## config.mk

```make
export PLATFORM = sky130hd
export DESIGN_NAME = md_unit
export DESIGN_NICKNAME = d
export VERILOG_FILES = /design/src/rtl/md_op_pkg.sv /design/src/rtl/md_data_pkg.sv /design/src/rtl/md_unit.sv /design/src/rtl/md_sequencer.sv /design/src/rtl/md_div_serial.sv /design/src/rtl/md_mult_mac.sv
export VERILOG_INCLUDE_DIRS = /design/src /design/src/rtl
export SDC_FILE = /design/constraint.sdc
export NUM_CORES = 2
export LEC_CHECK = 0
export BUFFER_PORTS_ARGS = -buffer_cell sky130_fd_sc_hd__buf_2
export CAP_MARGIN = 20
export CORE_AREA = 2 2 277 279
export CTS_CLUSTER_SIZE = 30
export DETAILED_ROUTE_END_ITERATION = 16
export DIE_AREA = 0 0 279 281
export SYNTH_ARGS = -nofsm -noshare
export SYNTH_HDL_FRONTEND = slang
export SYNTH_SLANG_ARGS = --single-unit
```

## constraint.sdc

```tcl
create_clock -name clk_i -period 12.3 [get_ports clk_i]
set_input_delay 1.845 -clock clk_i [delete_from_list [all_inputs] [get_ports clk_i]]
set_output_delay 1.845 -clock clk_i [all_outputs]
set_load 0.05 [all_outputs]
```

## src/rtl/md_settings.svh

```systemverilog
// Sizes and funct3 field positions for the RV32M multiply/divide unit.
// Include ahead of any package or module that uses the MD_* macros.

`ifndef MD_SETTINGS_SVH
`define MD_SETTINGS_SVH

// Operand and result width
`define MD_XLEN 32

// Width of one half word fed to the 17-bit multiplier
`define MD_HALF 16

// Divider step counter wide enough for MD_XLEN compare steps
`define MD_CNT_W 5

// funct3 bit that selects divide (1) over multiply (0)
`define MD_F3_DIV_BIT 2

`endif
```

## src/rtl/md_op_pkg.sv

```systemverilog
// Operation encoding for the RV32M unit.
// The funct3 word is read through one of two views, picked by its top bit.

package md_op_pkg;

  // Multiply kinds as coded in the low two funct3 bits
  typedef enum logic [1:0] {
    MD_MUL    = 2'b00,
    MD_MULH   = 2'b01,
    MD_MULHSU = 2'b10,
    MD_MULHU  = 2'b11
  } md_mul_kind_e;

  // Multiply view of funct3 with a zero top bit
  typedef struct packed {
    logic         is_div;
    md_mul_kind_e kind;
  } md_mul_view_t;

  // Divide view of funct3 with a one top bit
  typedef struct packed {
    logic is_div;
    logic rem;
    logic uns;
  } md_div_view_t;

  // One funct3 word decoded as multiply or as divide
  typedef union packed {
    md_mul_view_t mul;
    md_div_view_t div;
  } md_funct_u;

endpackage

```

## src/rtl/md_data_pkg.sv

```systemverilog
// Data types passed between the sequencer and the two arithmetic units.
// A request carries funct3 and both operands; a unit answers with a result.

`include "md_settings.svh"

package md_data_pkg;

  import md_op_pkg::*;

  // One operand half as seen by the multiplier
  typedef logic [`MD_HALF-1:0] md_half_t;

  // Request issued with a start pulse
  typedef struct packed {
    md_funct_u             funct;
    logic [`MD_XLEN-1:0]   op_a;
    logic [`MD_XLEN-1:0]   op_b;
  } md_req_t;

  // Unit result whose done bit is high for exactly one cycle
  typedef struct packed {
    logic                  done;
    logic [`MD_XLEN-1:0]   value;
  } md_res_t;

endpackage

```

## src/rtl/md_unit.sv

```systemverilog
// Top of the RV32M multiply/divide unit.
// Pulse start_i with req_i while busy_o is low, then take result_o
// in a cycle where valid_o and ready_i are both high.

`include "md_settings.svh"

module md_unit
  import md_data_pkg::*;
(
  input  logic                clk_i,
  input  logic                rst_ni,
  input  logic                start_i,
  input  md_req_t             req_i,
  input  logic                ready_i,
  output logic                busy_o,
  output logic                valid_o,
  output logic [`MD_XLEN-1:0] result_o
);

  logic    mul_start;
  logic    div_start;
  md_res_t mul_res;
  md_res_t div_res;

  md_sequencer i_md_sequencer (
    .clk_i       (clk_i),
    .rst_ni      (rst_ni),
    .start_i     (start_i),
    .req_i       (req_i),
    .mul_res_i   (mul_res),
    .div_res_i   (div_res),
    .ready_i     (ready_i),
    .mul_start_o (mul_start),
    .div_start_o (div_start),
    .busy_o      (busy_o),
    .valid_o     (valid_o),
    .result_o    (result_o)
  );

  md_mult_mac i_md_mult_mac (
    .clk_i   (clk_i),
    .rst_ni  (rst_ni),
    .start_i (mul_start),
    .req_i   (req_i),
    .res_o   (mul_res)
  );

  md_div_serial i_md_div_serial (
    .clk_i   (clk_i),
    .rst_ni  (rst_ni),
    .start_i (div_start),
    .req_i   (req_i),
    .res_o   (div_res)
  );

endmodule

```

## src/rtl/md_sequencer.sv

```systemverilog
// Routes an accepted start to the multiplier or the divider, then holds
// the finished result until the requester raises ready_i.

`include "md_settings.svh"

module md_sequencer
  import md_data_pkg::*;
(
  input  logic                clk_i,
  input  logic                rst_ni,
  input  logic                start_i,
  input  md_req_t             req_i,
  input  md_res_t             mul_res_i,
  input  md_res_t             div_res_i,
  input  logic                ready_i,
  output logic                mul_start_o,
  output logic                div_start_o,
  output logic                busy_o,
  output logic                valid_o,
  output logic [`MD_XLEN-1:0] result_o
);

  logic                run_q;
  logic                valid_q;
  logic [`MD_XLEN-1:0] result_q;
  logic                accept;
  logic                unit_done;

  assign busy_o    = run_q | valid_q;
  assign accept    = start_i & ~busy_o;
  assign unit_done = mul_res_i.done | div_res_i.done;

  // Top funct3 bit picks the unit
  assign div_start_o = accept & req_i.funct[`MD_F3_DIV_BIT];
  assign mul_start_o = accept & ~req_i.funct[`MD_F3_DIV_BIT];

  always_ff @(posedge clk_i or negedge rst_ni) begin
    if (!rst_ni) begin
      run_q   <= 1'b0;
      valid_q <= 1'b0;
    end else begin
      if (accept) begin
        run_q <= 1'b1;
      end else if (unit_done) begin
        run_q <= 1'b0;
      end
      if (unit_done) begin
        valid_q <= 1'b1;
      end else if (ready_i) begin
        valid_q <= 1'b0;
      end
    end
  end

  always_ff @(posedge clk_i) begin
    if (unit_done) begin
      result_q <= mul_res_i.done ? mul_res_i.value : div_res_i.value;
    end
  end

  assign valid_o  = valid_q;
  assign result_o = result_q;

  // Only one operation is in flight, so the units never finish together
  a_single_done: assert property (@(posedge clk_i) disable iff (!rst_ni)
    !(mul_res_i.done && div_res_i.done));

  a_hold_result: assert property (@(posedge clk_i) disable iff (!rst_ni)
    valid_o && !ready_i |=> valid_o && $stable(result_o));

endmodule

```

## src/rtl/md_div_serial.sv

```systemverilog
// Radix-2 restoring divider for DIV, DIVU, REM and REMU.
// Works on absolute values and fixes the sign in a last step.
// A zero divisor finishes one step after start.

`include "md_settings.svh"

module md_div_serial
  import md_data_pkg::*;
(
  input  logic    clk_i,
  input  logic    rst_ni,
  input  logic    start_i,
  input  md_req_t req_i,
  output md_res_t res_o
);

  typedef enum logic [2:0] {
    DIV_IDLE,
    DIV_ABS_A,
    DIV_ABS_B,
    DIV_COMP,
    DIV_LAST,
    DIV_SIGN
  } div_state_e;

  div_state_e             state_q, state_d;
  md_req_t                req_q;
  logic [`MD_XLEN-1:0]    rem_q, rem_d;
  logic [`MD_XLEN-1:0]    quot_q, quot_d;
  logic [`MD_XLEN-1:0]    numer_q, numer_d;
  logic [`MD_XLEN-1:0]    denom_q, denom_d;
  logic [`MD_CNT_W-1:0]   cnt_q, cnt_d;
  logic                   done_q, done_d;

  logic [`MD_XLEN:0]      sub_a, sub_b, diff;
  logic [`MD_XLEN:0]      shifted;
  logic                   ge;
  logic                   sign_a, sign_b, neg_res;
  logic                   div_by_zero;

  assign sign_a      = ~req_q.funct.div.uns & req_q.op_a[`MD_XLEN-1];
  assign sign_b      = ~req_q.funct.div.uns & req_q.op_b[`MD_XLEN-1];
  // Quotient takes the XOR of the signs, remainder follows the dividend
  assign neg_res     = req_q.funct.div.rem ? sign_a : (sign_a ^ sign_b);
  assign div_by_zero = (req_q.op_b == '0);

  // Partial remainder with the next numerator bit shifted in
  assign shifted = {rem_q, numer_q[cnt_q]};

  // Shared subtractor for negation and the trial subtract
  assign diff = sub_a - sub_b;
  // Partial remainder stays below twice the divisor, so bit 32 is the borrow
  assign ge   = ~diff[`MD_XLEN];

  always_comb begin
    state_d = state_q;
    rem_d   = rem_q;
    quot_d  = quot_q;
    numer_d = numer_q;
    denom_d = denom_q;
    cnt_d   = cnt_q;
    done_d  = 1'b0;
    sub_a   = shifted;
    sub_b   = {1'b0, denom_q};

    unique case (state_q)
      DIV_IDLE: begin
        if (start_i) begin
          state_d = DIV_ABS_A;
        end
      end

      DIV_ABS_A: begin
        sub_a = '0;
        sub_b = {1'b0, req_q.op_a};
        if (div_by_zero) begin
          rem_d   = req_q.funct.div.rem ? req_q.op_a : '1;
          done_d  = 1'b1;
          state_d = DIV_IDLE;
        end else begin
          numer_d = sign_a ? diff[`MD_XLEN-1:0] : req_q.op_a;
          state_d = DIV_ABS_B;
        end
      end

      DIV_ABS_B: begin
        sub_a   = '0;
        sub_b   = {1'b0, req_q.op_b};
        denom_d = sign_b ? diff[`MD_XLEN-1:0] : req_q.op_b;
        rem_d   = '0;
        quot_d  = '0;
        cnt_d   = '1;
        state_d = DIV_COMP;
      end

      DIV_COMP: begin
        rem_d  = ge ? diff[`MD_XLEN-1:0] : shifted[`MD_XLEN-1:0];
        quot_d = {quot_q[`MD_XLEN-2:0], ge};
        cnt_d  = cnt_q - 1'b1;
        if (cnt_q == '0) begin
          state_d = DIV_LAST;
        end
      end

      DIV_LAST: begin
        // rem_q now carries whichever value is returned
        if (!req_q.funct.div.rem) begin
          rem_d = quot_q;
        end
        state_d = DIV_SIGN;
      end

      DIV_SIGN: begin
        sub_a = '0;
        sub_b = {1'b0, rem_q};
        if (neg_res) begin
          rem_d = diff[`MD_XLEN-1:0];
        end
        done_d  = 1'b1;
        state_d = DIV_IDLE;
      end

      default: begin
        state_d = DIV_IDLE;
      end
    endcase
  end

  always_ff @(posedge clk_i or negedge rst_ni) begin
    if (!rst_ni) begin
      state_q <= DIV_IDLE;
      cnt_q   <= '0;
      done_q  <= 1'b0;
    end else begin
      state_q <= state_d;
      cnt_q   <= cnt_d;
      done_q  <= done_d;
    end
  end

  always_ff @(posedge clk_i) begin
    if (start_i) begin
      req_q <= req_i;
    end
    rem_q   <= rem_d;
    quot_q  <= quot_d;
    numer_q <= numer_d;
    denom_q <= denom_d;
  end

  assign res_o.done  = done_q;
  assign res_o.value = rem_q;

  a_state_legal: assert property (@(posedge clk_i) disable iff (!rst_ni)
    state_q inside {DIV_IDLE, DIV_ABS_A, DIV_ABS_B, DIV_COMP, DIV_LAST, DIV_SIGN});

endmodule

```

## src/rtl/md_mult_mac.sv

```systemverilog
// Sequential multiplier built around one signed 17x17 multiply-accumulate.
// MUL finishes in three steps, the MULH kinds in four.

`include "md_settings.svh"

module md_mult_mac
  import md_op_pkg::*;
  import md_data_pkg::*;
(
  input  logic    clk_i,
  input  logic    rst_ni,
  input  logic    start_i,
  input  md_req_t req_i,
  output md_res_t res_o
);

  localparam int unsigned AccW = 2 * `MD_HALF + 2;

  typedef enum logic [1:0] {
    STEP_ALBL,
    STEP_ALBH,
    STEP_AHBL,
    STEP_AHBH
  } step_e;

  step_e              step_q, step_d;
  logic               run_q;
  logic               done_q, done_d;
  md_req_t            req_q;
  logic [AccW-1:0]    acc_q, acc_d;
  logic [AccW-1:0]    accum;
  logic signed [AccW-1:0] mac;

  md_half_t           a_lo, a_hi, b_lo, b_hi;
  md_half_t           mul_a, mul_b;
  logic               sign_a, sign_b;
  md_mul_kind_e       kind;
  logic               a_signed, b_signed, signed_mult;

  assign a_lo = req_q.op_a[`MD_HALF-1:0];
  assign a_hi = req_q.op_a[`MD_XLEN-1:`MD_HALF];
  assign b_lo = req_q.op_b[`MD_HALF-1:0];
  assign b_hi = req_q.op_b[`MD_XLEN-1:`MD_HALF];

  assign kind        = req_q.funct.mul.kind;
  assign a_signed    = (kind == MD_MULH) || (kind == MD_MULHSU);
  assign b_signed    = (kind == MD_MULH);
  assign signed_mult = a_signed | b_signed;

  // The product fits in 34 bits, so the sum is taken at accumulator width
  assign mac = $signed({sign_a, mul_a}) * $signed({sign_b, mul_b}) + $signed(accum);

  always_comb begin
    mul_a  = a_lo;
    mul_b  = b_lo;
    sign_a = 1'b0;
    sign_b = 1'b0;
    accum  = '0;
    acc_d  = mac;
    step_d = step_q;
    done_d = 1'b0;

    unique case (step_q)
      STEP_ALBL: begin
        step_d = STEP_ALBH;
      end

      STEP_ALBH: begin
        mul_b  = b_hi;
        sign_b = b_signed & req_q.op_b[`MD_XLEN-1];
        // Low product is unsigned, only its upper half carries on
        accum  = {{(AccW - `MD_HALF){1'b0}}, acc_q[2*`MD_HALF-1:`MD_HALF]};
        if (kind == MD_MUL) begin
          acc_d = {2'b00, mac[`MD_HALF-1:0], acc_q[`MD_HALF-1:0]};
        end
        step_d = STEP_AHBL;
      end

      STEP_AHBL: begin
        mul_a  = a_hi;
        sign_a = a_signed & req_q.op_a[`MD_XLEN-1];
        if (kind == MD_MUL) begin
          accum  = {{(AccW - `MD_HALF){1'b0}}, acc_q[2*`MD_HALF-1:`MD_HALF]};
          acc_d  = {2'b00, mac[`MD_HALF-1:0], acc_q[`MD_HALF-1:0]};
          step_d = STEP_ALBL;
          done_d = 1'b1;
        end else begin
          accum  = acc_q;
          step_d = STEP_AHBH;
        end
      end

      STEP_AHBH: begin
        mul_a  = a_hi;
        mul_b  = b_hi;
        sign_a = a_signed & req_q.op_a[`MD_XLEN-1];
        sign_b = b_signed & req_q.op_b[`MD_XLEN-1];
        // Shift the middle sum down, keeping its sign for signed kinds
        accum  = {{`MD_HALF{signed_mult & acc_q[AccW-1]}}, acc_q[AccW-1:`MD_HALF]};
        step_d = STEP_ALBL;
        done_d = 1'b1;
      end

      default: begin
        step_d = STEP_ALBL;
      end
    endcase
  end

  always_ff @(posedge clk_i or negedge rst_ni) begin
    if (!rst_ni) begin
      run_q  <= 1'b0;
      step_q <= STEP_ALBL;
      done_q <= 1'b0;
    end else begin
      done_q <= run_q & done_d;
      if (start_i) begin
        run_q <= 1'b1;
      end else if (run_q && done_d) begin
        run_q <= 1'b0;
      end
      if (run_q) begin
        step_q <= step_d;
      end
    end
  end

  always_ff @(posedge clk_i) begin
    if (start_i) begin
      req_q <= req_i;
    end
    if (run_q) begin
      acc_q <= acc_d;
    end
  end

  assign res_o.done  = done_q;
  assign res_o.value = acc_q[`MD_XLEN-1:0];

  a_step_known: assert property (@(posedge clk_i) disable iff (!rst_ni)
    !$isunknown(step_q));

  // The sequencer must not restart the unit mid-multiply
  a_no_start_busy: assert property (@(posedge clk_i) disable iff (!rst_ni)
    start_i |-> !run_q);

endmodule

```

Word level (Yosys, flattened, before mapping)

Index checks and enable logic that the tools add are counted.

Add/subtract/negate cells: 3
Multipliers: 1
Div/mod/pow operators: 0
$lt $le $gt $ge: 1
Equality and inequality tests: 16
Shifts and indexed selects: 0
Multiplexer cells: 40
Bitwise logic cells: 18
Reductions and logical operators: 20

Operators by type and width:

| operator           | count |
|---|---|
| $mux 32            | 8 |
| $pmux 32 s5        | 1 |
| $mux 34            | 3 |
| $pmux 34 s3        | 1 |
| $pmux 32 s3        | 1 |
| $pmux 32 s2        | 1 |
| $add 34x34->34     | 1 |
| $mul 17x17->34     | 1 |
| $mux 33            | 1 |
| $sub 33x32->33     | 1 |
| $logic_not 32->1   | 1 |
| $mux 16            | 2 |
| $pmux 3 s5         | 1 |
| $mux 1             | 12 |
| $pmux 5 s2         | 1 |
| $and 1x1->1        | 9 |
| $pmux 2 s4         | 1 |
| $reduce_bool 2->1  | 4 |
| $eq 2x2->1 const B | 3 |
| $eq 3x2->1 const B | 2 |
| $eq 3x3->1 const B | 2 |
| $lt 5x6->1 const B | 1 |
| $mux 3             | 2 |
| $ne 2x1->1 const B | 3 |
| 20 further kinds   | 36 |

Flip-flop bits (word level): 341
Bits in latches: 0
Bits in writable memories: 0
Bits in read-only memories: 0
Input port bits: 71
Output and inout port bits: 34
Logic and storage cells: 120
Memories kept: 0

Depth between registers and ports, before layout

Word-level depth: 8
Gate-level depth with buffers: 31
Depth with buffers taken out: 28

Modules after synthesis

From an unflattened synthesis, not the netlist that was laid out.

Cell total of the unflattened synthesis: 2,891
Area total of the unflattened synthesis: 30,092.6 um2

Modules (own cells, without submodules):

| module        | times used | cells an instance | area each (um2) | seq. area each (um2) |
|---|---|---|---|---|
| md_mult_mac   | 1          | 1,759             | 17,068.9        | 3,103.0 |
| md_div_serial | 1          | 1,053             | 11,421.0        | 6,050.8 |
| md_sequencer  | 1          | 79                | 1,602.8         | 1,011.0 |

Least setup slack after synthesis

Ideal clock, no wire load.

Kind: flip-flop to flip-flop
Start: register i_md_mult_mac.step_q[0]
End: register i_md_mult_mac.acc_q[25], data pin
Library setup time: 268 ps
Arrival time: 8,224 ps
Slack: 3,808 ps
Stages on the path, launching flop included: 27
Path through: dfrtp_1 -> ha_1 -> nor2_1 -> clkbuf_1 -> buf_1 -> mux2i_1 -> nor2_1 -> fa_1 -> fa_1 -> inv_1 -> fa_1 -> fa_1 -> inv_1 -> fa_1 -> inv_1 -> fa_1 -> inv_1 -> ha_1 -> a21o_1 -> a21o_1 -> a2111oi_0 -> o21ai_1 -> a41oi_1 -> o21ai_1 -> a31oi_1 -> xor2_1 -> a21oi_1

Word-level cells in the longest chain between the ends: 7

RTL lines:

| element                                  | RTL line                             | source |
|---|---|---|
| start, declared                          | md_mult_mac.sv:26                    | `step_e step_q, step_d;` |
| start signal, assigned                   | md_mult_mac.sv:123                   | `step_q <= step_d;` |
| $eq 2x2->1 or $eq 2x1->1 (tied branches) | md_mult_mac.sv:63                    | `unique case (step_q)` |
| $reduce_or 2->1 (no line)                | -                                    |  |
| $mux 16 or $mux 1 (tied branches)        | -                                    |  |
| $mul 17x17->34                           | md_mult_mac.sv:51                    | `assign mac = $signed({sign_a, mul_a}) * $signed({sign_b, mul_b}) + $signed(accum);` |
| $add 34x34->34                           | md_mult_mac.sv:51                    |  |
| $mux 34                                  | md_mult_mac.sv:73, md_mult_mac.sv:82 |  |
| $mux 34 *                                | -                                    |  |
| via i_md_mult_mac.acc_d[25]              | md_mult_mac.sv:30                    | `logic [AccW-1:0] acc_q, acc_d;` |
| end signal, assigned                     | md_mult_mac.sv:133                   | `acc_q <= acc_d;` |
| end, declared                            | md_mult_mac.sv:30                    |  |

Mark *: on every way through the listed nets, which the timed path passes. The rest lies on a longest branch. The select of a mux whose other input is x is not followed.
A chain may end at the register's enable or synchronous reset.

Worst setup path after layout

Start: register i_md_mult_mac.step_q[1]
End: register i_md_mult_mac.acc_q[33], data pin

The elaborated chain is that of the path after synthesis.

==> flow_metrics.tcl <==
set metrics [dict create \
    yosysTopAreaCellShare 0.327 \
    drt_pass1_iterations 6 \
    r2r_setup_slack_ns 3.45 \
    hold_class "reg -> reg" \
    seqPwrFrac 0.501 \
    rows 101 \
    powerDensity_nw_per_um2 76.4 \
    viasPerCell 5.56 \
    io_pins 105 \
    final_cell_area_um2 32900 \
    seq_area_frac_synth 0.340 \
    start_util 0.397 \
    cp.arrival_ns 9.14 \
    critical_path.slowest_cell "fa_1" \
    clockBufferDepth 3 \
    cp_cell_sequence "ha_1, nor2_4, mux2i_1, nor2_1, fa_1, inv_1, fa_1, inv_1, fa_1, fa_1, fa_1, inv_1, fa_1, inv_1, ha_1, a21o_1, a2111oi_0, a21oi_1, a32o_1, a41oi_1, a21boi_0, a31o_2, xnor2_1, nor2_1" \
    min_period_over_period 0.720 \
    synth_area_leaders "edfxtp_1 33%, fa_1 23%, inv_1 6.1%" \
    yosysMostFrequentCell "inv_1" \
    grtUsageTotal 0.245 \
    cts-root-buf "clkbuf_16" \
    synth_edf_count 326 \
    die_h_um 281 \
    status "completed" \
    finalNetCount 3521 \
    clockPowerShare 0.489 \
    syn_area_um2 29900 \
    grt_antenna_before_repair 3 \
    endpoint_kind "flop" \
    design.core.area_um2 75400 \
    netSwitchingFraction 0.205 \
    route.vias.total 22132 \
    min_from "i_md_sequencer.run_q" \
    synth_common_cells "485 x inv_1, 340 x fa_1, 326 x edfxtp_1" \
    slew_headroom 0.247 \
    setup_viol 0 \
    p_int_w 0.00200 \
    p_leak_nw 14.3 \
    cts_resized 0 \
    r2r-end "i_md_mult_mac.acc_q[33]" \
    synth-async-reset-ratio 0.0440 \
    place_area_um2 31600 \
    hold_viol_final 0 \
    gr-max-usage-layer "met2" \
    fp.dieArea_um2 78400 \
    cp.required_ns 12.58 \
    grt_max_degree 70 \
    drc 0 \
    synth_nets 3458 \
    synth-main-ff-cell "edfxtp_1" \
    grt_pass1_wl_um 141000 \
    wl_per_cell_um 23.9 \
    crit_end "i_md_mult_mac.acc_q[33]" \
    fin_worst_skew_ns 0.0268 \
    cts_tree "done" \
    clkLatencyLatePin_ns 0.57 \
    worst-setup-path-type "reg -> reg" \
    drt-initial-drc-count 2022 \
    synth_largest_area_cell "edfxtp_1" \
    use_met2 0.414 \
    crit_top_cell "fa_1" \
    timing.final.crit_period_ns 8.85 \
    drv_slew 0 \
    worst_pin_slew_ns 1.10 \
    grt_pass1_vias 21978 \
    reg2reg_from "i_md_mult_mac.step_q[1]" \
    grtUsageMet1 0.314 \
    synthToLayoutAreaGrowth_pct 10.1 \
    dp_hpwl_um 74400 \
    synth_cell_types 80 \
    cts.clk_slew.worst_paths_ns 0.06 \
    ys_seq_elements 341 \
    rsz0062_at_grt "false" \
    drt_wl_total_um 94900 \
    cts_setup_buffers 0 \
    die-width_um 279 \
    port_buffers 104 \
    reg2reg_depth 24 \
    crit_path_max_fanout 29 \
    grt_overflow 0 \
    htree_levels 2 \
    max_stage_delay_ns 0.81 \
    grt_use_met3 0.0274 \
    startpoint_type "flop" \
    yosysWarnings 0 \
    avgSynthCellArea_um2 10.3 \
    fmax_mhz 113 \
    maxCapViolCount 0 \
    hold_buffers 0 \
    cp-startpoint "i_md_mult_mac.step_q[1]" \
    fin_setup_tns_ns 0 \
    syn_inst 2905 \
    numClockSinks 341 \
    ant_nets 0 \
    drive_gt1_frac 0.112 \
    final_util 0.437 \
    max-vdd-ir-drop_uv 68.5 \
    p_switching_w 0.000515 \
    numCtsBuffers 38 \
    place.gp.congestion 0.930 \
    power_frac_comb 0.010 \
]
==> power by group through the flow <==
| stage | clock, W | sequential (W) | combinational [W] |
|---|---|---|---|
| detailed placement | 0 | 0.00128 | 0.0000239 |
| floorplan | 0 | 0.00128 | 0.0000000187 |
| CTS | 0.00125 | 0.00126 | 0.0000245 |
| finish | 0.00123 | 0.00126 | 0.0000253 |
| global route | 0.00129 | 0.00126 | 0.0000252 |
| global placement | 0 | 0.00128 | 0.0000247 |
==> critical path: cells and delay by family (launching register included) <==
family	cells	cell delay (ns)
xor gates and xnor gates	1	0.14
muxes	1	0.74
adders and majority gates	8	4.06
AOI/OAI and AO/OA	7	1.67
DFF	1	0.42
buffers and inverters	4	0.48
and+or+nand+nor	3	1.03
==> cells in the final DEF, fill, tap and decap left out, types with 16 or more instances in the layout <==
master and count:
and2_1 43, o22ai_1 27, edfxtp_1 326, buf_2 104, a221oi_1 34, mux2i_1 49
nor2_1 258, nand2_1 280, o21a_1 16, o21ai_0 147, nor3_1 17, xnor2_1 41
fa_1 340, inv_1 485, xor2_1 22, ha_1 142, o221ai_1 20, and3_1 45
a21oi_1 108, a22oi_1 19, mux2_2 55, clkbuf_16 39, a21o_1 37, nand2b_1 29
buf_4 48
==> cells by family after synthesis <==
kind of cell / after synthesis / share of synthesized area
compound gates: 530 / 0.118
xor+xnor: 63 / 0.0184
fa+ha+maj: 482 / 0.287
buf+inv: 615 / 0.0785
flops: 341 / 0.340
mux: 115 / 0.0450
simple gates: 759 / 0.114
==> worst min path at each step <==
stage | end | slack [ns] | cells after the start
after global routing | i_md_sequencer.run_q | 0.51 | 2
after global placement | i_md_sequencer.run_q | 0.47 | 2
after floorplan | i_md_sequencer.valid_o | 0.44 | 2
after detailed placement | i_md_sequencer.run_q | 0.47 | 2
after CTS | i_md_sequencer.run_q | 0.49 | 2
final | i_md_sequencer.run_q | 0.49 | 2
==> per-stage QoR <==
| step | hold WS [ns] | cells | worst slack, ns | total power, W |
|---|---|---|---|---|
| finish | 0.493 | 3977 | 3.45 | 0.00252 |
| detailed placement | 0.475 | 3904 | 3.48 | 0.00131 |
| global route | 0.514 | 3975 | 2.84 | 0.00258 |
| CTS | 0.494 | 3973 | 3.45 | 0.00253 |
| global placement | 0.472 | 3902 | 3.67 | 0.00131 |
| floorplan | 0.440 | 2905 | 3.81 | 0.00128 |
==> layer usage <==
metal	part of all wire	wire (µm)
met2	0.49	46600
met1	0.39	36800
met3	0.069	6520
met5	0	0
met4	0.052	4970
==> cell type report <==
| type | instances | area, µm² |
|---|---|---|
| Multi-Input combinational cell | 1949 | 17500 |
| Tap cell | 978 | 1220 |
| Clock buffer | 45 | 1030 |
| Inverter | 485 | 1820 |
| Antenna cell | 2 | 5.00 |
| Timing Repair Buffer | 153 | 901 |
| Fill cell | 7270 | 42500 |
| Sequential cell | 341 | 10200 |
| Clock inverter | 24 | 309 |
==> flip-flops by register name, summed over array words and instances (netlist names), 2 cells and up <==
name                     flops
i_md_div_serial.quot_q      32
i_md_div_serial.req_q       66
i_md_div_serial.state_q      3
i_md_mult_mac.b_hi          16
i_md_div_serial.denom_q     32
i_md_mult_mac.a_lo          16
i_md_div_serial.cnt_q        5
i_md_sequencer.result_o     32
i_md_div_serial.rem_q       32
i_md_mult_mac.b_lo          16
i_md_div_serial.numer_q     32
i_md_mult_mac.a_hi          16
i_md_mult_mac.kind           2
i_md_mult_mac.step_q         2
i_md_mult_mac.acc_q         34
No activity file was read; power rests on OpenSTA's default activity.
